## src/rtl/mem_hub_pkg.sv

```systemverilog
`default_nettype none

// sizes, word types and exception codes for the memory hub
package mem_hub_pkg;

	// --------------------
	// sizes
	// --------------------
	// client ports and the width of their index
	localparam int N_PORTS = 4;
	localparam int PORT_W = 2;

	// host word and request address
	localparam int DATA_W = 32;
	localparam int ADDR_W = 24;

	// backend decodes 256 words
	localparam int MEM_DEPTH_W = 8;

	// block length, also the depth of every fifo
	localparam int BLOCK_LEN = 16;
	// fill counter, one bit wider than a pointer
	localparam int CNT_W = 5;

	// --------------------
	// types
	// --------------------
	typedef logic [DATA_W-1:0] data_t;
	typedef logic [ADDR_W-1:0] addr_t;
	typedef logic [PORT_W-1:0] port_t;
	typedef logic [3:0] exc_t;

	// sticky exception codes, one bit each
	localparam exc_t EXC_NONE = 4'd0;
	localparam exc_t EXC_TX_OVERFLOW = 4'd1;
	localparam exc_t EXC_RX_UNDERFLOW = 4'd2;
	localparam exc_t EXC_RX_OVERFLOW = 4'd4;

	// arbiter and backend fsm states
	typedef enum logic {ARB_IDLE, ARB_BUSY} arb_state_t;
	typedef enum logic [1:0] {BE_IDLE, BE_WRITE, BE_READ, BE_DONE} be_state_t;

endpackage

`default_nettype wire
```

## src/rtl/mem_arbiter.sv

```systemverilog
`default_nettype none

module mem_arbiter
	import mem_hub_pkg::*;
(
	input  wire                        clock_bus_i,
	input  wire                        reset_i,
	// buffer side, one lane per port
	input  wire   [N_PORTS-1:0]        req_i,
	input  wire   [N_PORTS-1:0]        block_i,
	input  wire   [N_PORTS-1:0]        rw_i,
	input  wire addr_t [N_PORTS-1:0]   add_i,
	input  wire   [N_PORTS-1:0]        wvalid_i,
	input  wire data_t [N_PORTS-1:0]   wdata_i,
	input  wire   [N_PORTS-1:0]        clear_i,
	output logic  [N_PORTS-1:0]        ready_o,
	output logic  [N_PORTS-1:0]        valid_o,
	output data_t [N_PORTS-1:0]        rdata_o,
	output logic  [N_PORTS-1:0]        done_o,
	// backend side
	output logic                       be_req_o,
	output logic                       be_block_o,
	output logic                       be_rw_o,
	output addr_t                      be_add_o,
	output logic                       be_wvalid_o,
	output data_t                      be_wdata_o,
	input  wire                        be_ready_i,
	input  wire                        be_valid_i,
	input  wire data_t                 be_rdata_i,
	input  wire                        be_done_i
);

	arb_state_t state;
	// port offered a slot this cycle
	port_t      offer;
	// port offered last cycle, then holder of the grant
	port_t      owner;
	logic       offer_ok;
	logic       busy;

	assign busy = (state == ARB_BUSY);
	// no offer while a launch is landing or the last owner retires
	assign offer_ok = !busy && be_ready_i && !(|req_i) && !(|clear_i);

	always_ff @(posedge clock_bus_i) begin
		if (!reset_i) begin
			state <= ARB_IDLE;
			offer <= '0;
			owner <= '0;
		end else begin
			case (state)
				ARB_IDLE: begin
					if (req_i[owner]) begin
						state <= ARB_BUSY;
						offer <= owner + 1'b1;
					end else begin
						// rotate every idle cycle
						owner <= offer;
						offer <= offer + 1'b1;
					end
				end
				ARB_BUSY: begin
					if (be_done_i) begin
						state <= ARB_IDLE;
					end
				end
				default: state <= ARB_IDLE;
			endcase
		end
	end

	// --------------------
	// owner mux toward the backend
	// --------------------
	assign be_req_o = !busy && req_i[owner];
	assign be_block_o = block_i[owner];
	assign be_rw_o = rw_i[owner];
	assign be_add_o = add_i[owner];
	assign be_wvalid_o = busy && wvalid_i[owner];
	assign be_wdata_o = wdata_i[owner];

	// responses only reach the owner
	always_comb begin
		for (int i = 0; i < N_PORTS; i++) begin
			ready_o[i] = offer_ok && (offer == port_t'(i));
			valid_o[i] = busy && be_valid_i && (owner == port_t'(i));
			rdata_o[i] = (owner == port_t'(i)) ? be_rdata_i : '0;
			done_o[i] = busy && be_done_i && (owner == port_t'(i));
		end
	end

endmodule

`default_nettype wire

```

## config.mk

```make
export PLATFORM = sky130hd
export DESIGN_NAME = mem_arbiter
export DESIGN_NICKNAME = d
export VERILOG_FILES = /design/src/rtl/mem_hub_pkg.sv /design/src/rtl/mem_arbiter.sv
export SDC_FILE = /design/constraint.sdc
export NUM_CORES = 1
export LEC_CHECK = 0
export ABC_CLOCK_PERIOD_IN_PS = 3150
export BUFFER_PORTS_ARGS = -buffer_cell sky130_fd_sc_hd__buf_2
export CORE_AREA = 3 3 188 190
export DETAILED_ROUTE_END_ITERATION = 6
export DIE_AREA = 0 0 191 193
export GPL_TIMING_DRIVEN = 0
export HOLD_SLACK_MARGIN = 0.1
export PLACE_DENSITY = 0.36
export SYNTH_ARGS = -nofsm -noshare
export SYNTH_HDL_FRONTEND = slang
export SYNTH_SLANG_ARGS = --single-unit
```

## constraint.sdc

```tcl
create_clock -name clock_bus_i -period 3.15 [get_ports clock_bus_i]
set_input_delay 0.315 -clock clock_bus_i [delete_from_list [all_inputs] [get_ports clock_bus_i]]
set_output_delay 0.315 -clock clock_bus_i [all_outputs]
set_load 0.1 [all_outputs]
```

==> impl_metrics.json <==
{
  "vdd_drop_max_mv": 0.158,
  "synth_seq_cells": 5,
  "synth_cells": 279,
  "measured_slew_at_the_worst_slew_check_pin_ns": 0.850,
  "post_synth_and_or_nand_nor_area_fraction_pct": 35.6,
  "netlist.area_leader.share_pct": 49.1,
  "layout_nets": 1045,
  "totalWireLength_mm": 22.9,
  "cts_max_level": 1,
  "detail_route.drc_violations": 0,
  "io-pin-count": 481,
  "post_synthesis_share_of_cell_area_spent_on_xor_and_xnor_gates_pct": 0.318,
  "slew_headroom_pct": 43.3,
  "worst-endpoint-required_ns": 2.83,
  "die_height_um": 193,
  "post_route_cells_drive_above_1_share_pct": 74.3,
  "groute.usage.overall_pct": 11.0,
  "timing.final.setup_violations": 0,
  "post_synth_main_area_contributors": "sky130_fd_sc_hd__mux4_2 49%, sky130_fd_sc_hd__and2_1 22%, sky130_fd_sc_hd__and3_1 7.7%, sky130_fd_sc_hd__dfxtp_1 3.6%, sky130_fd_sc_hd__buf_6 2.9%",
  "initial_utilization_pct": 8.19,
  "netlist.top_cell.by_area": "sky130_fd_sc_hd__mux4_2",
  "synth_compound_area_share_pct": 3.09,
  "power.density_cell_area_nw_per_um2": 445,
  "layout.area.seq_um2": 100,
  "synth_cell_type_count": 31,
  "cts_tree": "done",
  "cts-buffers-inserted": 3,
  "final_global_route_overflow_total": 0,
  "muxShareOfSynthArea_pct": 50.0,
  "synthTopCellsByCount": "97 x sky130_fd_sc_hd__and2_1, 60 x sky130_fd_sc_hd__mux4_2, 34 x sky130_fd_sc_hd__and3_1",
  "core_area_um2": 33600,
  "cts.repair_timing.setup_buffer_count": 0,
  "cts_hold_buffers": 0,
  "synth_seq_area_share_pct": 3.64,
  "totalPowerFinal_mw": 2.59,
  "globalplace.congestion": 0.735,
  "worstHoldPathType": "in2reg",
  "clock_path_buffers": 2,
  "vias_in_the_first_global_route": 4388,
  "synth_async_sr_flop_share_pct": 0,
  "drv_slew": 0,
  "final_critical_path_share_of_the_clock_period_pct": 89.1,
  "drtAntennaViolNets": 0,
  "cp.arrival_ns": 2.49,
  "fp.dieArea_um2": 36900,
  "drt-initial-drc-count": 170,
  "unrepaired_setup_endpoints_after_global_routing": "false",
  "tritoncts_num_sinks": 5,
  "yosys_most_used_dff": "sky130_fd_sc_hd__dfxtp_1",
  "worst_hold_margin_ns": 0.394,
  "grt_antenna_before_repair": 7,
  "synth.cell_area_um2": 2750,
  "ys.warnings.count": 0,
  "num_rows": 67,
  "worstSetupPathType": "reg2out",
  "multi_input_comb_area_um2": 2460,
  "final_hpwl_dp_mm": 20.6,
  "count_of_flip_flops_with_a_built_in_enable_after_synthesis": 0,
  "outcome": "complete, no violations",
  "chipWidth_um": 191,
  "worstSetupEndpointType": "output port",
  "syn_area_per_cell_um2": 9.87,
  "fmaxAchievable_mhz": 356,
  "pin_count_of_the_biggest_net_entering_global_routing": 11,
  "clkTransAtPathRegs_ns": 0.03,
  "wire_per_inst_um": 18.9,
  "via_count": 4381,
  "finalWorstSetupSlack_ns": 0.343,
  "main_combinational_cell_family_by_area_after_synthesis": "multiplexers",
  "synthMostInstantiatedCell": "sky130_fd_sc_hd__and2_1",
  "timing.critical_path.from_type": "register",
  "max_cap_violations": 0,
  "post_cts_resize_count": 0,
  "clock-root-buffer": "sky130_fd_sc_hd__clkbuf_16",
  "synth.net_count": 560,
  "final_worst_path_period_need_ns": 2.81,
  "final_hold_viol_count": 0,
  "finClkSkew_ns": 0.000940,
  "critical_path_fanout_max": 10,
  "drt_pass1_iterations": 4,
  "layout.filler_cells": 3872,
  "buffer_ports.inserted": 480,
  "area.growth.synth_to_final_pct": 111,
  "place_worst_setup_slack_ns": 0.425,
  "synth_adder_area_share_pct": 0,
  "grt_pass1_wl_mm": 30.0,
  "clock_insertion_delay_worst_skew_ns": 0.23,
  "avgViaCountPerCell": 3.61,
  "power.leakage_nw": 3.13
}
[critical path: stages (launching register included)]
cell and delay (ns):
sky130_fd_sc_hd__dfxtp_1 0.29, sky130_fd_sc_hd__buf_6 0.13, sky130_fd_sc_hd__buf_6 0.17, sky130_fd_sc_hd__nor2b_1 0.61, sky130_fd_sc_hd__clkbuf_1 0.43, sky130_fd_sc_hd__and2_1 0.18, sky130_fd_sc_hd__buf_2 0.43
[worst paths after layout]
check           endpoint  cells after the start     start  slack (ns)
min                 busy                      2   reset_i        0.39
max reg2reg     offer[1]                      5  owner[0]        1.51
min reg2reg     owner[0]                      2  offer[0]        0.55
max          rdata_o[68]                      6  owner[0]        0.34
[per-layer routing]
| layer | global-route usage (%) | up-vias | routed length (um) |
|---|---|---|---|
| li1 | - | 2023 | - |
| met1 | 13.6 | 2042 | 9100 |
| met2 | 20.2 | 293 | 11600 |
| met3 | 2.44 | 19 | 1970 |
| met4 | 1.19 | 4 | 187 |
| met5 | 0 | - | 28 |
[through the flow]
step	std cells	TNS (ns)	instance area, um2	util [%]
after floorplan	279	-0.215	2760	-
after global placement	1207	0	5730	17.0
after detailed placement	1207	0	5730	17.0
after CTS	1211	0	5800	17.3
after global routing	1211	0	5800	17.3
final	1212	0	5810	17.3
[power breakdown]
| part | leakage [nW] | total, mW | internal (mW) | switching [mW] |
|---|---|---|---|---|
| registers | 0.0412 | 0.0832 | 0.0716 | 0.0116 |
| clock network | 0.0382 | 0.209 | 0.168 | 0.0412 |
| logic | 3.06 | 2.29 | 0.491 | 1.80 |
[cells by family (layout without fill, tap and decap cells)]
group                     after synthesis  count (layout)
AOI/OAI and AO/OA                      12              12
xor gates and xnor gates                1               1
buffers and inverters                  37             521
DFF                                     5               5
muxes                                  62              62
other                                   0               1
and+or+nand+nor                       162             162
[area by class of cell]
type / count / area share (%)
Antenna cell: 1 / 0.0431
Buffer: 34 / 3.30
Clock buffer: 4 / 1.36
Inverter: 3 / 0.194
Multi-Input combinational cell: 237 / 42.4
Sequential cell: 5 / 1.72
Tap cell: 448 / 9.65
Timing Repair Buffer: 480 / 41.4
[cell usage in the layout, fill, tap and decap left out, drive strengths merged, types with 2 or more instances in the layout]
cell	synthesis	layout
buf	16	496
and2	97	97
mux4	60	60
and3	34	34
clkbuf	18	22
nor2	8	8
nand2	7	7
nor3	6	6
dfxtp	5	5
inv	3	3
nor2b	3	3
a21oi	3	3
nor4	2	2
o21a	2	2
nand2b	2	2
o21ai	2	2
[sequential cells by signal (all words and copies together), names as in the netlist]
signal / flops
busy: 1
owner: 2
offer: 2
(Power assumes the default switching activity.)
