### src/rtl/mem_hub_pkg.sv
`default_nettype none

// sizes, word types and exception codes for the memory hub
package mem_hub_pkg;

	// --------------------
	// sizes
	// --------------------
	// client ports and the width of their index
	localparam int N_PORTS = 4;
	localparam int PORT_W = 2;

	// host word and request address
	localparam int DATA_W = 32;
	localparam int ADDR_W = 24;

	// backend decodes 256 words
	localparam int MEM_DEPTH_W = 8;

	// block length, also the depth of every fifo
	localparam int BLOCK_LEN = 16;
	// fill counter, one bit wider than a pointer
	localparam int CNT_W = 5;

	// --------------------
	// types
	// --------------------
	typedef logic [DATA_W-1:0] data_t;
	typedef logic [ADDR_W-1:0] addr_t;
	typedef logic [PORT_W-1:0] port_t;
	typedef logic [3:0] exc_t;

	// sticky exception codes, one bit each
	localparam exc_t EXC_NONE = 4'd0;
	localparam exc_t EXC_TX_OVERFLOW = 4'd1;
	localparam exc_t EXC_RX_UNDERFLOW = 4'd2;
	localparam exc_t EXC_RX_OVERFLOW = 4'd4;

	// arbiter and backend fsm states
	typedef enum logic {ARB_IDLE, ARB_BUSY} arb_state_t;
	typedef enum logic [1:0] {BE_IDLE, BE_WRITE, BE_READ, BE_DONE} be_state_t;

endpackage

`default_nettype wire
### src/rtl/txrx_buffer.sv
`default_nettype none

module txrx_buffer
	import mem_hub_pkg::*;
(
	input  wire         clock_bus_i,
	input  wire         reset_i,
	// host side, already routed to this port
	input  wire         req_i,
	input  wire         block_i,
	input  wire         rw_i,
	input  wire addr_t  add_i,
	input  wire         write_en_i,
	input  wire data_t  data_i,
	input  wire         read_ack_i,
	output logic        ready_write_o,
	output logic        ready_read_o,
	output data_t       data_o,
	output exc_t        exception_o,
	// memory side, through the arbiter
	input  wire         mem_ready_i,
	output logic        mem_req_o,
	output logic        mem_block_o,
	output logic        mem_rw_o,
	output addr_t       mem_add_o,
	output logic        mem_wvalid_o,
	output data_t       mem_wdata_o,
	input  wire         mem_valid_i,
	input  wire data_t  mem_rdata_i,
	input  wire         mem_done_i,
	output logic        mem_clear_o
);

	// --------------------
	// write fifo and request launch
	// --------------------
	data_t              tx_mem [BLOCK_LEN];
	logic [CNT_W-2:0]   tx_wr_ptr;
	logic [CNT_W-2:0]   tx_rd_ptr;
	// words held but not yet sent
	logic [CNT_W-1:0]   n_in;
	// words still owed to the current write transfer
	logic [CNT_W-1:0]   n_tx;
	logic               tx_push;
	logic               tx_pop;
	logic               req_go;
	exc_t               tx_exc;

	assign ready_write_o = (n_in != CNT_W'(BLOCK_LEN));
	assign tx_push = write_en_i && ready_write_o;
	// stream only while words are both owed and present
	assign tx_pop = (n_tx != '0) && (n_in != '0);
	// launch when the arbiter offers this port a slot
	assign req_go = req_i && mem_ready_i;

	always_ff @(posedge clock_bus_i) begin
		if (!reset_i) begin
			tx_wr_ptr <= '0;
			tx_rd_ptr <= '0;
			n_in <= '0;
			n_tx <= '0;
			mem_req_o <= 1'b0;
			mem_block_o <= 1'b0;
			mem_rw_o <= 1'b0;
			mem_wvalid_o <= 1'b0;
			tx_exc <= EXC_NONE;
		end else begin
			mem_req_o <= req_go;
			mem_wvalid_o <= tx_pop;
			if (req_go) begin
				mem_block_o <= block_i;
				mem_rw_o <= rw_i;
			end
			// write launch arms the stream count, 1 or a block
			if (req_go && rw_i) begin
				n_tx <= block_i ? CNT_W'(BLOCK_LEN) : CNT_W'(1);
			end else if (tx_pop) begin
				n_tx <= n_tx - 1'b1;
			end
			n_in <= n_in + CNT_W'(tx_push) - CNT_W'(tx_pop);
			if (tx_push) begin
				tx_wr_ptr <= tx_wr_ptr + 1'b1;
			end
			if (tx_pop) begin
				tx_rd_ptr <= tx_rd_ptr + 1'b1;
			end
			// write into a full fifo is dropped and flagged
			if (write_en_i && !ready_write_o) begin
				tx_exc <= tx_exc | EXC_TX_OVERFLOW;
			end
		end
	end

	// payload path
	always_ff @(posedge clock_bus_i) begin
		if (req_go) begin
			mem_add_o <= add_i;
		end
		if (tx_push) begin
			tx_mem[tx_wr_ptr] <= data_i;
		end
		if (tx_pop) begin
			mem_wdata_o <= tx_mem[tx_rd_ptr];
		end
	end

	// --------------------
	// read fifo
	// --------------------
	data_t              rx_mem [BLOCK_LEN];
	logic [CNT_W-2:0]   rx_wr_ptr;
	logic [CNT_W-2:0]   rx_rd_ptr;
	logic [CNT_W-1:0]   n_rx;
	logic               rx_push;
	logic               rx_pop;
	exc_t               rx_exc;

	assign ready_read_o = (n_rx != '0);
	assign data_o = rx_mem[rx_rd_ptr];
	assign rx_push = mem_valid_i && (n_rx != CNT_W'(BLOCK_LEN));
	assign rx_pop = read_ack_i && ready_read_o;

	always_ff @(posedge clock_bus_i) begin
		if (!reset_i) begin
			rx_wr_ptr <= '0;
			rx_rd_ptr <= '0;
			n_rx <= '0;
			rx_exc <= EXC_NONE;
			mem_clear_o <= 1'b0;
		end else begin
			n_rx <= n_rx + CNT_W'(rx_push) - CNT_W'(rx_pop);
			if (rx_push) begin
				rx_wr_ptr <= rx_wr_ptr + 1'b1;
			end
			if (rx_pop) begin
				rx_rd_ptr <= rx_rd_ptr + 1'b1;
			end
			// returned word with no room left
			if (mem_valid_i && !rx_push) begin
				rx_exc <= rx_exc | EXC_RX_OVERFLOW;
			end
			// ack with nothing to read
			if (read_ack_i && !ready_read_o) begin
				rx_exc <= rx_exc | EXC_RX_UNDERFLOW;
			end
			// retire the transfer one cycle after done
			mem_clear_o <= mem_done_i;
		end
	end

	always_ff @(posedge clock_bus_i) begin
		if (rx_push) begin
			rx_mem[rx_wr_ptr] <= mem_rdata_i;
		end
	end

	assign exception_o = tx_exc | rx_exc;

endmodule

`default_nettype wire

### config.mk
export PLATFORM = sky130hd
export DESIGN_NAME = txrx_buffer
export DESIGN_NICKNAME = d
export VERILOG_FILES = /design/src/rtl/mem_hub_pkg.sv /design/src/rtl/txrx_buffer.sv
export SDC_FILE = /design/constraint.sdc
export NUM_CORES = 1
export LEC_CHECK = 0
export ABC_CLOCK_PERIOD_IN_PS = 3950
export BUFFER_PORTS_ARGS = -buffer_cell sky130_fd_sc_hd__buf_2
export CORE_MARGIN = 5
export CORE_UTILIZATION = 50
export CTS_BUF_LIST = sky130_fd_sc_hd__clkbuf_2 sky130_fd_sc_hd__clkbuf_4 sky130_fd_sc_hd__clkbuf_8
export CTS_CLUSTER_SIZE = 30
export DETAILED_ROUTE_END_ITERATION = 6
export PLACE_DENSITY = 0.74
export SLEW_MARGIN = 40
export SYNTH_ARGS = -nofsm -noshare
export SYNTH_HDL_FRONTEND = slang
export SYNTH_SLANG_ARGS = --single-unit
### constraint.sdc
create_clock -name clock_bus_i -period 3.95 [get_ports clock_bus_i]
set_input_delay 0.395 -clock clock_bus_i [delete_from_list [all_inputs] [get_ports clock_bus_i]]
set_output_delay 0.395 -clock clock_bus_i [all_outputs]
set_load 0.01 [all_outputs]
==> reports/results.ini <==
[floorplan]
rows=107
core_um2=85150
start_util_pct=50.41
dieArea_um2=91800
die_w_um=303.0
fp.dieH_um=303.0
ioPinCount=197

[yosys]
synthCells=1956
ys_seq_area_share_pct=77.57
syn_area_um2=42920
synth_nets=2079
synth-async-reset-ratio_pct=0
ys.flop_type=edfxtp_1
synth_largest_area_cell=edfxtp_1
syn_area_per_cell_um2=21.94
synth_top_cell_area_share_pct=75.56
synth_edf_count=1080
ys_seq_elements=1123
synth.area.top_cells=edfxtp_1 (76%), mux4_2 (9.9%), mux2i_1 (3.0%), mux4_1 (2.2%), dfxtp_1 (2.0%)
yosysWarnings=0
post_synth_num_cell_types=41

[critical_path]
cp.arrival_ns=3.17
crit_fanout=21
setup.worst_path.start_class=register
critical_path_required_ns=3.56
end_kind=output pin
worstSetupPathType=reg -> out

[detailed_routing]
antenna_left=0
dr.pass1.iters=5
drc_errors=0
finalWirelength_mm=90.93
wl_per_cell_um=24.84
via_count=20830
vias_per_cell=5.690
drt_iter0_drc=1805

[job]
drv_cap=0

[finish]
syn2layout_area_growth_pct=15.98
final_common_cell=edfxtp_1
nets=2506
multi_input_area_um2=9026
finalCoreUtilization_pct=58.46
fin_cells=3660
fillers=6055
regArea_um2=33310
final_cell_mix=edfxtp_1 (1080), buf_2 (195), mux4_2 (188)
layout-drive-gt1-share_pct=29.97

[grt]
grt_pass1_wl_mm=135.9
grt_overflow=0
grt_use_total_pct=19.92
grt_antenna_before_repair=8
grt_pass1_vias=22130
grt_max_degree=129

[timing]
setup_ws_ns=0.3826
rsz0062_at_grt=false
final_hold_viol_count=0
relSlewSlack_pct=44.47
min_period_over_period_pct=90.31
tns_ns=0
worst_pin_slew_ns=0.8309
finalCriticalPeriod_ns=3.567
hold_ws_ns=0.2841
finalSetupViolCount=0
max_clock_freq_ghz=0.2803
slew_violations=0
fin_worst_skew_ns=0.04735

[clock_tree]
clock_path_buffers=3
worst_skew_pair.late_latency_ns=0.85
ctsResizeCount=0
path_clk_slew_ns=0.06
clkSinkCount=1123
postCtsSetupRepairBufs=0
cts_buffers=174
clockRootBuffer=clkbuf_8
cts_tree=built
cts_max_level=4

[placement]
dp_hpwl_mm=49.26
place_inst=3249
globalplace.congestion=0.7727
dp_slack_ns=0.7277
io_buffers=195

[outcome]
outcome=complete, no violations

[power_and_ir_drop]
power_leakage_uw=0.01625
powerDensity_nw_per_um2=587.7
ir_drop_mv=0.4045

[worst_hold_path]
hp-class=in -> reg

[where the power goes]
group,internal [uW],switching (uW)
combinational,2800,2960
clock,4810,4410
sequential,13900,414
[cell type report]
cell class / count / area share, %
tap: 1144 / 2.876
antenna: 7 / 0.03519
timing repair buffer: 354 / 5.248
multi-input combinational: 706 / 18.13
clock buffer: 236 / 5.759
clock inverter: 66 / 0.8471
sequential: 1123 / 66.92
inverter: 24 / 0.1810
[critical path: stages (launching register included)]
cell	delay, ns
dfxtp_4	0.63
buf_4	0.44
mux4_1	0.61
mux4_2	0.50
buf_2	0.16
[kinds of logic after synthesis]
family,share of synthesized area [%]
flops,77.57
simple gates,1.624
mux,15.10
xor+xnor,0.4693
compound gates,2.530
other cells,0.008737
buf+inv,1.936
fa+ha+maj,0.7638
[synthesized netlist by cell type (2+ instances only)]
cell type  instances
mux4_1            36
and2_1             7
mux4_2           188
xnor2_1           11
xor2_1            12
nor2_1            55
clkbuf_1          31
buf_4              7
nand2_1           51
mux2i_1          130
a221oi_1          64
buf_1             11
and3_1             4
dfxtp_1           43
o21a_1             2
inv_1             24
nand2b_1           5
ha_1              23
a22oi_1           32
nor3_1            10
nand4bb_1          2
a21oi_1           12
or4b_2             2
nand4_1            2
a21o_1             2
buf_2             22
o21ai_0           35
buf_6             11
clkbuf_8          15
buf_8              6
nand3_1           11
edfxtp_1        1080
fa_1               2
[registers in the layout (all words and copies together), names as in the netlist, named ones only]
register / cells
mem_rw_o: 1
n_tx: 5
rx_exc: 2
rx_wr_ptr: 4
n_rx: 5
tx_rd_ptr: 4
mem_wdata_o: 32
mem_req_o: 1
tx_exc: 1
n_in: 5
mem_add_o: 24
mem_block_o: 1
rx_rd_ptr: 4
tx_wr_ptr: 4
mem_wvalid_o: 1
mem_clear_o: 1
rx_mem: 512
tx_mem: 512
[worst paths after layout]
path	from	endpoint	slack [ns]	depth (start not counted)
max	register	data_o[29]	0.38	4
min	add_i[10]	mem_add_o[10]	0.28	2
max reg2reg	n_tx[0]	n_in[4]	0.70	13
min reg2reg	mem_rw_o	mem_rw_o	0.47	2
[routing by layer]
metal | vias up | GRT usage [%] | wire (um) | part of all wire (%)
met5 | - | 0 | 13 | 0.014
met4 | 2 | 6.181 | 1921 | 2.1
met3 | 142 | 4.086 | 5111 | 5.6
met2 | 738 | 35.32 | 48630 | 53
met1 | 10870 | 24.90 | 35250 | 39
li1 | 9078 | - | - | -
[stage by stage]
step	area, um^2	total power, uW
finish	49780	29250
floorplan	42920	18620
detailed placement	45450	20280
global placement	45450	20110
global route	49770	30580
CTS	49760	29580
[what timing repair did]
item	CTS	global route
endpoints found under the hold margin	1072	0
hold buffers	102	0
endpoints found under the setup margin	0	0
Power figures use the tool's default switching activity.
