**config.mk**
```make
export PLATFORM = sky130hd
export DESIGN_NAME = req_dispatch
export DESIGN_NICKNAME = d
export VERILOG_FILES = /design/src/rtl/mem_hub_pkg.sv /design/src/rtl/req_dispatch.sv
export SDC_FILE = /design/constraint.sdc
export NUM_CORES = 1
export LEC_CHECK = 0
export ABC_AREA = 1
export BUFFER_PORTS_ARGS = -buffer_cell sky130_fd_sc_hd__buf_2
export CAP_MARGIN = 20
export CORE_AREA = 2 2 188 190
export DETAILED_ROUTE_END_ITERATION = 16
export DIE_AREA = 0 0 190 192
export GPL_ROUTABILITY_DRIVEN = 0
export HOLD_SLACK_MARGIN = 0.15
export MAX_ROUTING_LAYER = met4
export PLACE_DENSITY = 0.35
export SYNTH_ARGS = -nofsm -noshare
export SYNTH_HDL_FRONTEND = slang
export SYNTH_SLANG_ARGS = --single-unit
```
**constraint.sdc**
```tcl
create_clock -name clock_bus_i -period 1.7 [get_ports clock_bus_i]
set_input_delay 0 -clock clock_bus_i [delete_from_list [all_inputs] [get_ports clock_bus_i]]
set_output_delay 0 -clock clock_bus_i [all_outputs]
set_load 0.05 [all_outputs]
```
**src/rtl/mem_hub_pkg.sv**
```systemverilog
`default_nettype none

// sizes, word types and exception codes for the memory hub
package mem_hub_pkg;

	// --------------------
	// sizes
	// --------------------
	// client ports and the width of their index
	localparam int N_PORTS = 4;
	localparam int PORT_W = 2;

	// host word and request address
	localparam int DATA_W = 32;
	localparam int ADDR_W = 24;

	// backend decodes 256 words
	localparam int MEM_DEPTH_W = 8;

	// block length, also the depth of every fifo
	localparam int BLOCK_LEN = 16;
	// fill counter, one bit wider than a pointer
	localparam int CNT_W = 5;

	// --------------------
	// types
	// --------------------
	typedef logic [DATA_W-1:0] data_t;
	typedef logic [ADDR_W-1:0] addr_t;
	typedef logic [PORT_W-1:0] port_t;
	typedef logic [3:0] exc_t;

	// sticky exception codes, one bit each
	localparam exc_t EXC_NONE = 4'd0;
	localparam exc_t EXC_TX_OVERFLOW = 4'd1;
	localparam exc_t EXC_RX_UNDERFLOW = 4'd2;
	localparam exc_t EXC_RX_OVERFLOW = 4'd4;

	// arbiter and backend fsm states
	typedef enum logic {ARB_IDLE, ARB_BUSY} arb_state_t;
	typedef enum logic [1:0] {BE_IDLE, BE_WRITE, BE_READ, BE_DONE} be_state_t;

endpackage

`default_nettype wire
```
**src/rtl/req_dispatch.sv**
```systemverilog
`default_nettype none

module req_dispatch
	import mem_hub_pkg::*;
(
	input  wire                        clock_bus_i,
	input  wire                        reset_i,
	// host side
	input  wire port_t                 port_sel_i,
	input  wire                        req_i,
	input  wire                        block_i,
	input  wire                        rw_i,
	input  wire addr_t                 add_i,
	input  wire                        write_en_i,
	input  wire data_t                 data_i,
	input  wire                        read_ack_i,
	// one lane per buffer
	output logic  [N_PORTS-1:0]        port_req_o,
	output logic  [N_PORTS-1:0]        port_block_o,
	output logic  [N_PORTS-1:0]        port_rw_o,
	output addr_t [N_PORTS-1:0]        port_add_o,
	output logic  [N_PORTS-1:0]        port_write_en_o,
	output data_t [N_PORTS-1:0]        port_data_o,
	output logic  [N_PORTS-1:0]        port_read_ack_o,
	input  wire   [N_PORTS-1:0]        ready_write_i,
	input  wire   [N_PORTS-1:0]        ready_read_i,
	input  wire data_t [N_PORTS-1:0]   rdata_i,
	// levels and data of the selected port
	output logic                       ready_write_o,
	output logic                       ready_read_o,
	output data_t                      data_o
);

	port_t sel_q;
	port_t sel;
	// a request was held in the last cycle
	logic  locked;

	// port is frozen while a request stays pending
	assign sel = locked ? sel_q : port_sel_i;

	always_ff @(posedge clock_bus_i) begin
		if (!reset_i) begin
			sel_q <= '0;
			locked <= 1'b0;
		end else begin
			sel_q <= sel;
			locked <= req_i;
		end
	end

	// one-hot strobes, other lanes held at 0
	always_comb begin
		for (int i = 0; i < N_PORTS; i++) begin
			port_req_o[i] = req_i && (sel == port_t'(i));
			port_block_o[i] = block_i && (sel == port_t'(i));
			port_rw_o[i] = rw_i && (sel == port_t'(i));
			port_write_en_o[i] = write_en_i && (sel == port_t'(i));
			port_read_ack_o[i] = read_ack_i && (sel == port_t'(i));
			port_add_o[i] = add_i;
			port_data_o[i] = data_i;
		end
	end

	// return path
	assign ready_write_o = ready_write_i[sel];
	assign ready_read_o = ready_read_i[sel];
	assign data_o = rdata_i[sel];

endmodule

`default_nettype wire

```
==> reports/metrics.yaml, run 1 <==
dpl.cell_count: 1027
worstHoldEndpoint: "port_add_o[57]"
grt-busiest-layer: "met2"
die_x_um: 190
end_kind: "output pin"
drive_gt1_share_pct: 45.2
rows: 68
clk_pin_slew_worst_paths_ns: 0.03
grt_pass1_vias: 3454
synth_area_leaders: "buf_4 (51%), nand2_1 (24%), nand3_1 (15%)"
cp-startpoint: "locked"
synth_cells: 610
slowest_delay_ns: 0.37
worstPathMaxFanout: 5
start_kind: "flop"
cts_setup_buffers: 0
crit_required_ns: 1.70
grt_max_degree: 48
fp.coreArea_um2: 34300
status: "finished, final reports clean"
maxSlewHeadroom_pct: 81.1
drtIter0Drc: 82
areaGrowthSynthToFinish_pct: 41.5
maxCapViolCount: 0
drtPass1Iterations: 4
slew_violations: 0
port_buffers: 198
cts_buffer_depth: 2
synth_nets: 811
yosys.area.top_type: "buf_4"
totalWireLength_mm: 16.4
grtUsageMet2_pct: 15.7
cts_sinks: 3
io_pins: 479
p_leak_nw: 2.60
period_needed_ns: 1.65
cts_tree: "done"
setup_viol: 0
synth.avg_cell_area_um2: 5.49
synth_common_cells: "buf_4 (228), nand2_1 (212), nand3_1 (102)"
start_util_pct: 9.77
drc: 0
routedWlPerCell_um: 15.0
hold_path_class: "input port to output pin"
vias: 3646
path_class: "flop to output pin"
fin_crit_sh_pct: 97.0
tns_ns: 0
seq_area_frac_synth_pct: 1.79
fin_hold_ws_ns: 0.177
layout_setup_ws_ns: 0.0512
die_height_um: 192
cpMostUsedCell: "nand2_4"
final_nets: 837
peakVddDrop_mv: 0.273
synth-main-ff-cell: "dfxtp_1"
yosysTopAreaCellShare_pct: 51.1
htree_levels: 1
slowest_stage: "dfxtp_2"
cp_cell_sequence: "inv_2 > nand2_4 > nand2_4 > inv_1 > nand2_1 > nor2_1 > buf_2"
grt_pass1_wl_mm: 21.2
use_met1_pct: 9.01
hold_path_depth: 1
fin_cells: 1092
grt_overflow: 0
powerDensity_nw_per_um2: 711
fmax_mhz: 606
ys_warn_count: 0
finClkSkew_ns: 0.000105
hold_viol: 0
root_buffer: "clkbuf_16"
antenna_found_initial: 4
fill_cells: 4003
synthDistinctLibCells: 12
synth_seq_cells: 3
grt.total_usage_pct: 8.16
r2r-end: "sel_q[1]"
synth_edf_count: 0
r2r-start: "locked"
rsz0062_at_grt: "yes"
syn_area_um2: 3350
viasPerCell: 3.34
dpl_worst_slack_ns: 0.0854
grtUsageMet3_pct: 0.457
synth_most_common_cell: "buf_4"
final_antenna_net_count: 0
dp_hpwl_mm: 12.4
fp.dieArea_um2: 36500
worst_hold_startpoint: "add_i[9]"
insertion_delay_ns: 0.22
async_reset_ff_share_pct: 0
tightestPinTransition_ns: 0.284
reg2reg_slack_ns: 0.62
post-route-util_pct: 13.8
rr_worst_depth: 5
numCtsBuffers: 3
arrival_ns: 1.65
## sequential cells by signal, summed over array words and instances, names as in the netlist
register,count
sel_q,2
locked,1
## critical path: cells and delay by family, from the launching register on
| kind | cells | cell delay [ns] |
|---|---|---|
| flip-flops | 1 | 0.37 |
| buffers and inverters | 3 | 0.49 |
| AND/OR/NAND/NOR | 4 | 0.56 |
## final cells by class
type                       instances  area (µm²)  share of cell area [%]
timing repair buffer             275        2520                    53.3
tap                              455         569                    12.0
clock buffer                       4        78.8                    1.66
antenna                            2        5.00                   0.106
multi-input combinational        340        1450                    30.6
inverter                          13        51.3                    1.08
sequential                         3        61.3                    1.29
## per-stage QoR
stage	cell area, µm²	power (mW)
floorplan	3350	2.42
global placement	3330	1.56
detailed placement	3330	1.55
CTS	4580	3.32
global route	4740	3.53
finish	4740	3.37
## how the worst max path moves through the flow
stage               cells after the start         endpoint
CTS                                     7        data_o[9]
global route                            7  port_block_o[2]
finish                                  7  port_block_o[2]
global placement                        7        data_o[3]
detailed placement                      7        data_o[3]
floorplan                               5  port_block_o[1]
## where the power goes
part	internal [mW]	switching, mW
clock network	0.309	0.0615
registers	0.0757	0.00385
logic	0.775	2.14
total	1.16	2.21
## layer usage
metal | vias to the layer above | part of all wire, % | routed length [µm]
li1 | 1721 | - | -
met1 | 1609 | 38 | 6220
met2 | 289 | 53 | 8730
met3 | 27 | 6.2 | 1010
met4 | 0 | 2.7 | 450
met5 | - | 0 | 0
## logic make-up (layout without fill, tap and decap cells)
logic type             count (synthesis)  in the layout  share of synthesized area (%)
AO/OA/AOI/OAI                          1              1                          0.149
buffers and inverters                267            292                           56.0
flip-flops                             3              3                           1.79
other                                  0              2                              0
AND/OR/NAND/NOR                      339            339                           42.0
## placed cells by master, fill, tap and decap left out, drive strengths merged
| cell | n |
|---|---|
| buf | 242 |
| dlygate4sd3 | 2 |
| inv | 13 |
| clkbuf | 35 |
| o21ai | 1 |
| nand2 | 215 |
| nand3 | 102 |
| diode | 2 |
| nor2 | 22 |
| dfxtp | 3 |
## repair_timing
action	4_1_cts	5_1_grt
gates cloned	0	1
hold buffers	58	0
gates resized for setup	9	49
hold endpoints to repair	227	0
pin swaps	0	0
setup endpoints to repair	40	46
No activity file was read; power rests on OpenSTA's default activity.
==> inputs of run 2 (changes only) <==
--- a/config.mk
+++ b/config.mk
@@ -8,13 +8,14 @@
 export ABC_AREA = 1
 export BUFFER_PORTS_ARGS = -buffer_cell sky130_fd_sc_hd__buf_2
 export CAP_MARGIN = 20
-export CORE_AREA = 2 2 188 190
+export CORE_AREA = 2 2 189 191
 export DETAILED_ROUTE_END_ITERATION = 16
-export DIE_AREA = 0 0 190 192
+export DIE_AREA = 0 0 191 193
 export GPL_ROUTABILITY_DRIVEN = 0
 export HOLD_SLACK_MARGIN = 0.15
 export MAX_ROUTING_LAYER = met4
 export PLACE_DENSITY = 0.35
+export REMOVE_ABC_BUFFERS = 1
 export SYNTH_ARGS = -nofsm -noshare
 export SYNTH_HDL_FRONTEND = slang
 export SYNTH_SLANG_ARGS = --single-unit
==> run 2 against run 1 <==
Against the previous run:
- first-iteration DRC count up 130%
- sequential power about the same
- clock skew up 0.0028 ns
- global-route usage up 6.3 points
- worst hold slack better by 0.0077 ns
- sequential share of layout area down 0.055 points
- die area up 1.0%
- worst setup slack better by 0.026 ns
- register-to-register slack worse by 0.29 ns
- clock-buffer cell count unchanged
- non-clock buffer count down 2
- combinational power up 6%
- highest routed layer unchanged
==> reports/metrics.yaml, run 2 (synthesized netlist as in run 1, its figures left out) <==
numCtsBuffers: 3
arrival_ns: 1.62
r2r-end: "sel_q[1]"
finClkSkew_ns: 0.00290
path_class: "flop to output pin"
rows: 69
totalWireLength_mm: 27.5
cts_tree: "done"
reg2reg_slack_ns: 0.33
io_pins: 479
slowest_delay_ns: 0.39
fmax_mhz: 616
hold_path_class: "input port to output pin"
grt_max_degree: 37
hold_viol: 0
dpl_worst_slack_ns: 0.0930
rsz0062_at_grt: "yes"
drc: 0
start_util_pct: 9.58
cts_sinks: 3
vias: 3815
cpMostUsedCell: "nand2_1"
start_kind: "flop"
regMostFlops: "sel_q"
slew_violations: 0
die_height_um: 193
r2r-start: "locked"
rr_worst_depth: 4
maxCapViolCount: 0
final_nets: 835
grt.total_usage_pct: 14.4
die_x_um: 191
worstHoldEndpoint: "port_add_o[13]"
power_mw: 3.55
cp_cell_sequence: "nand2_2 > nand2_2 > buf_4 > nand2_1 > nand2_1 > nand2_1 > nand2_1 > buf_6"
final_antenna_net_count: 0
grt_pass1_vias: 3594
setup_viol: 0
cts_setup_buffers: 0
port_buffers: 198
p_leak_nw: 2.68
routedWlPerCell_um: 25.1
insertion_delay_ns: 0.22
path_buf_inv: 2
maxSlewHeadroom_pct: 82.6
drtIter0Drc: 190
cts_buffer_depth: 2
areaGrowthSynthToFinish_pct: 47.7
clk_pin_slew_worst_paths_ns: 0.03
most-common-layout-cells: "nand2_1 (207), buf_2 (161), nand3_1 (102)"
status: "finished, final reports clean"
largest_reg_flops: 2
slowest_stage: "dfxtp_2"
fp.coreArea_um2: 35000
drtPass1Iterations: 5
viasPerCell: 3.48
worst_hold_startpoint: "add_i[13]"
grt_overflow: 0
crit_required_ns: 1.70
htree_levels: 1
layout_setup_ws_ns: 0.0772
reg.largest.list: "sel_q (2), locked (1)"
fin_cells: 1096
hold_path_depth: 1
tns_ns: 0
dpl.cell_count: 1030
fin_crit_sh_pct: 95.5
layout_commonest_cell: "nand2_1"
worstPathMaxFanout: 11
drive_gt1_share_pct: 44.9
end_kind: "output pin"
powerDensity_nw_per_um2: 718
dp_hpwl_mm: 23.3
fill_cells: 4086
tightestPinTransition_ns: 0.260
antenna_found_initial: 6
period_needed_ns: 1.62
post-route-util_pct: 14.2
path_delay_family: "simple AND/OR/NAND/NOR gates"
fp.dieArea_um2: 36900
root_buffer: "clkbuf_16"
grt_pass1_wl_mm: 34.6
cp-startpoint: "locked"
peakVddDrop_mv: 0.377
-- run 2: power by group --
group	internal, mW	switching [mW]
sequential	0.0758	0.00405
combinational	0.825	2.27
clock	0.309	0.0633
-- run 2: how the worst max path moves through the flow --
stage / to / slack, ns / depth (start not counted)
2_1_floorplan: port_block_o[1] / -0.99 / 3
3_3_place_gp: data_o[19] / 0.12 / 8
3_5_place_dp: data_o[19] / 0.09 / 8
4_1_cts: data_o[16] / 0.002 / 8
5_1_grt: port_block_o[0] / -0.004 / 7
6_report: data_o[27] / 0.08 / 8
-- run 2: what timing repair did --
| action | 4_1_cts | 5_1_grt |
|---|---|---|
| resized for setup | 16 | 36 |
| cloned | 0 | 0 |
| endpoints found under the setup margin | 51 | 40 |
| hold buffers | 60 | 0 |
| hold endpoints to repair | 227 | 0 |
-- run 2: cell type report --
class,count,area [µm²],area share (%)
well taps,461,577,11.7
clock buffers,4,78.8,1.59
repair buffers,273,2740,55.4
flip-flops and latches,3,61.3,1.24
diodes,2,5.00,0.101
inverters,13,48.8,0.986
multi-input cells,340,1440,29.0
-- run 2: layer usage --
| metal | track usage (%) | routed length [µm] |
|---|---|---|
| met5 | - | 0 |
| met4 | 3.76 | 756 |
| met3 | 7.49 | 3940 |
| met2 | 20.0 | 11400 |
| met1 | 18.1 | 11400 |
-- run 2: worst reg2reg max path: cells and delay by family, from the launching register on --
kind | cells | cell delay, ns
DFF | 1 | 0.39
AOI/OAI and AO/OA | 1 | 0.12
and+or+nand+nor | 2 | 0.15
buffers and inverters | 1 | 0.60
-- run 2: metrics by stage --
step / hold slack [ns] / cell area [µm²]
after global routing: 0.185 / 4950
after global placement: 0.000935 / 3300
final: 0.184 / 4950
after floorplan: 0 / 1520
after detailed placement: 0.000935 / 3300
after CTS: 0.184 / 4850
==> inputs of run 3 (changes only) <==
--- a/config.mk
+++ b/config.mk
@@ -15,6 +15,7 @@
 export HOLD_SLACK_MARGIN = 0.15
 export MAX_ROUTING_LAYER = met4
 export PLACE_DENSITY = 0.35
+export RECOVER_POWER = 50
 export REMOVE_ABC_BUFFERS = 1
 export SYNTH_ARGS = -nofsm -noshare
 export SYNTH_HDL_FRONTEND = slang
==> run 3 against run 2 <==
Against the previous run:
- critical path depth unchanged
- non-clock buffer count unchanged
- largest cell class unchanged
- critical endpoint unchanged
- worst hold slack better by 0.016 ns
- register-to-register slack about the same
- final cell count up 0.55%
==> reports/metrics.yaml, run 3 (synthesized netlist as in run 1, its figures left out) <==
p_sw_mw: 2.34
peakVddDrop_mv: 0.361
numCtsBuffers: 3
cp_cell_sequence: "nand2_2 > nand2_2 > buf_4 > nand2_1 > nand2_1 > nand2_1 > nand2_1 > buf_6"
fin_hold_ws_ns: 0.200
layout_commonest_cell: "nand2_1"
period_needed_ns: 1.63
finClkSkew_ns: 0.00290
setup_viol: 0
io_pins: 479
seq_area_um2: 61.3
grt_overflow: 0
htree_levels: 1
rsz0062_at_grt: "yes"
multi_input_area_um2: 1440
end_kind: "output pin"
seq_power_share_pct: 2.4
combPwrFrac_pct: 86.3
insertion_delay_ns: 0.22
drive_gt1_share_pct: 44.9
layout_setup_ws_ns: 0.0738
slowest_stage: "dfxtp_2"
clk_pin_slew_worst_paths_ns: 0.03
cpMostUsedCell: "nand2_1"
cts_buffer_depth: 2
status: "finished, final reports clean"
grt_max_degree: 37
die_height_um: 193
start_kind: "flop"
path_delay_family: "simple AND/OR/NAND/NOR gates"
grt.total_usage_pct: 14.4
start_util_pct: 9.58
powerDensity_nw_per_um2: 812
dpl_worst_slack_ns: 0.0930
final_nets: 835
maxSlewHeadroom_pct: 11.1
die_x_um: 191
regMostFlops: "sel_q"
cts_sinks: 3
root_buffer: "clkbuf_16"
path_class: "flop to output pin"
vias: 3862
arrival_ns: 1.63
fmax_mhz: 615
routedWlPerCell_um: 25.2
final_antenna_net_count: 0
p_leak_nw: 2.35
worstPathMaxFanout: 11
maxCapViolCount: 0
antenna_found_initial: 11
reg.largest.list: "sel_q (2), locked (1)"
grt_pass1_vias: 3594
largest_reg_flops: 2
totalWireLength_mm: 27.7
areaGrowthSynthToFinish_pct: 21.7
slew_violations: 0
pwr-share-clk_pct: 11.3
viasPerCell: 3.50
fin_crit_sh_pct: 95.7
dp_hpwl_mm: 23.3
rows: 69
hold_path_class: "input port to output pin"
drc: 0
tightestPinTransition_ns: 1.34
drtPass1Iterations: 4
hold_viol: 0
reg2reg_slack_ns: 0.33
port_buffers: 198
most-common-layout-cells: "nand2_1 (207), buf_2 (161), nand3_1 (102)"
sw_frac_of_total_pct: 70.8
path_buf_inv: 2
fp.coreArea_um2: 35000
slowest_delay_ns: 0.39
crit_required_ns: 1.70
grt_pass1_wl_mm: 34.6
tns_ns: 0
fp.dieArea_um2: 36900
drtIter0Drc: 213
fill_cells: 4184
cts_tree: "done"
p_int_mw: 0.967
-- run 3: changes by cell type in the layout (fill, tap and decap cells not counted), sizes merged --
cell    delta
buf       -46
clkbuf    +46
diode      +6
-- run 3: cell type report --
| type | instances | area share, % |
|---|---|---|
| antenna | 8 | 0.491 |
| clock buffer | 4 | 1.93 |
| inverter | 13 | 1.20 |
| multi-input combinational | 340 | 35.2 |
| sequential | 3 | 1.50 |
| tap | 461 | 14.1 |
| timing repair buffer | 273 | 45.5 |
-- run 3: final timing paths --
path	startpoint	endpoint	depth (start not counted)
worst max-delay path	locked	data_o[27]	8
worst min-delay path	data_i[8]	port_data_o[104]	1
worst max register to register	locked	sel_q[1]	4
worst min register to register	sel_q[0]	sel_q[0]	4
-- run 3: per-stage QoR --
step	instances	util (%)	instance area, µm²	total power, mW
after global placement	1030	9.44	3300	1.52
after detailed placement	1030	9.44	3300	1.52
after CTS	1094	13.9	4850	3.50
final	1102	11.7	4080	3.31
after floorplan	356	-	1520	0.967
after global routing	1101	11.7	4080	3.46
-- run 3: timing repair --
item | CTS | global route
hold buffers | 60 | 0
setup buffers | 0 | 0
gates resized for setup | 16 | 36
setup endpoints to repair | 51 | 40
endpoints found under the hold margin | 227 | 0
pin swaps | 0 | 0
-- run 3: routing by layer --
metal / up-vias / wire length [µm] / GRT usage, %
met5: - / 0 / -
met4: 0 / 733 / 3.76
met3: 20 / 3460 / 7.49
met2: 394 / 11400 / 20.0
met1: 1719 / 12100 / 18.1
li1: 1729 / - / -
-- run 3: power by group through the flow --
| stage | Clock (mW) | Combinational [mW] | Sequential (mW) |
|---|---|---|---|
| floorplan | 0 | 0.888 | 0.0790 |
| detailed placement | 0 | 1.44 | 0.0804 |
| global placement | 0 | 1.44 | 0.0802 |
| CTS | 0.384 | 3.04 | 0.0797 |
| finish | 0.373 | 2.86 | 0.0798 |
| global route | 0.389 | 2.99 | 0.0801 |
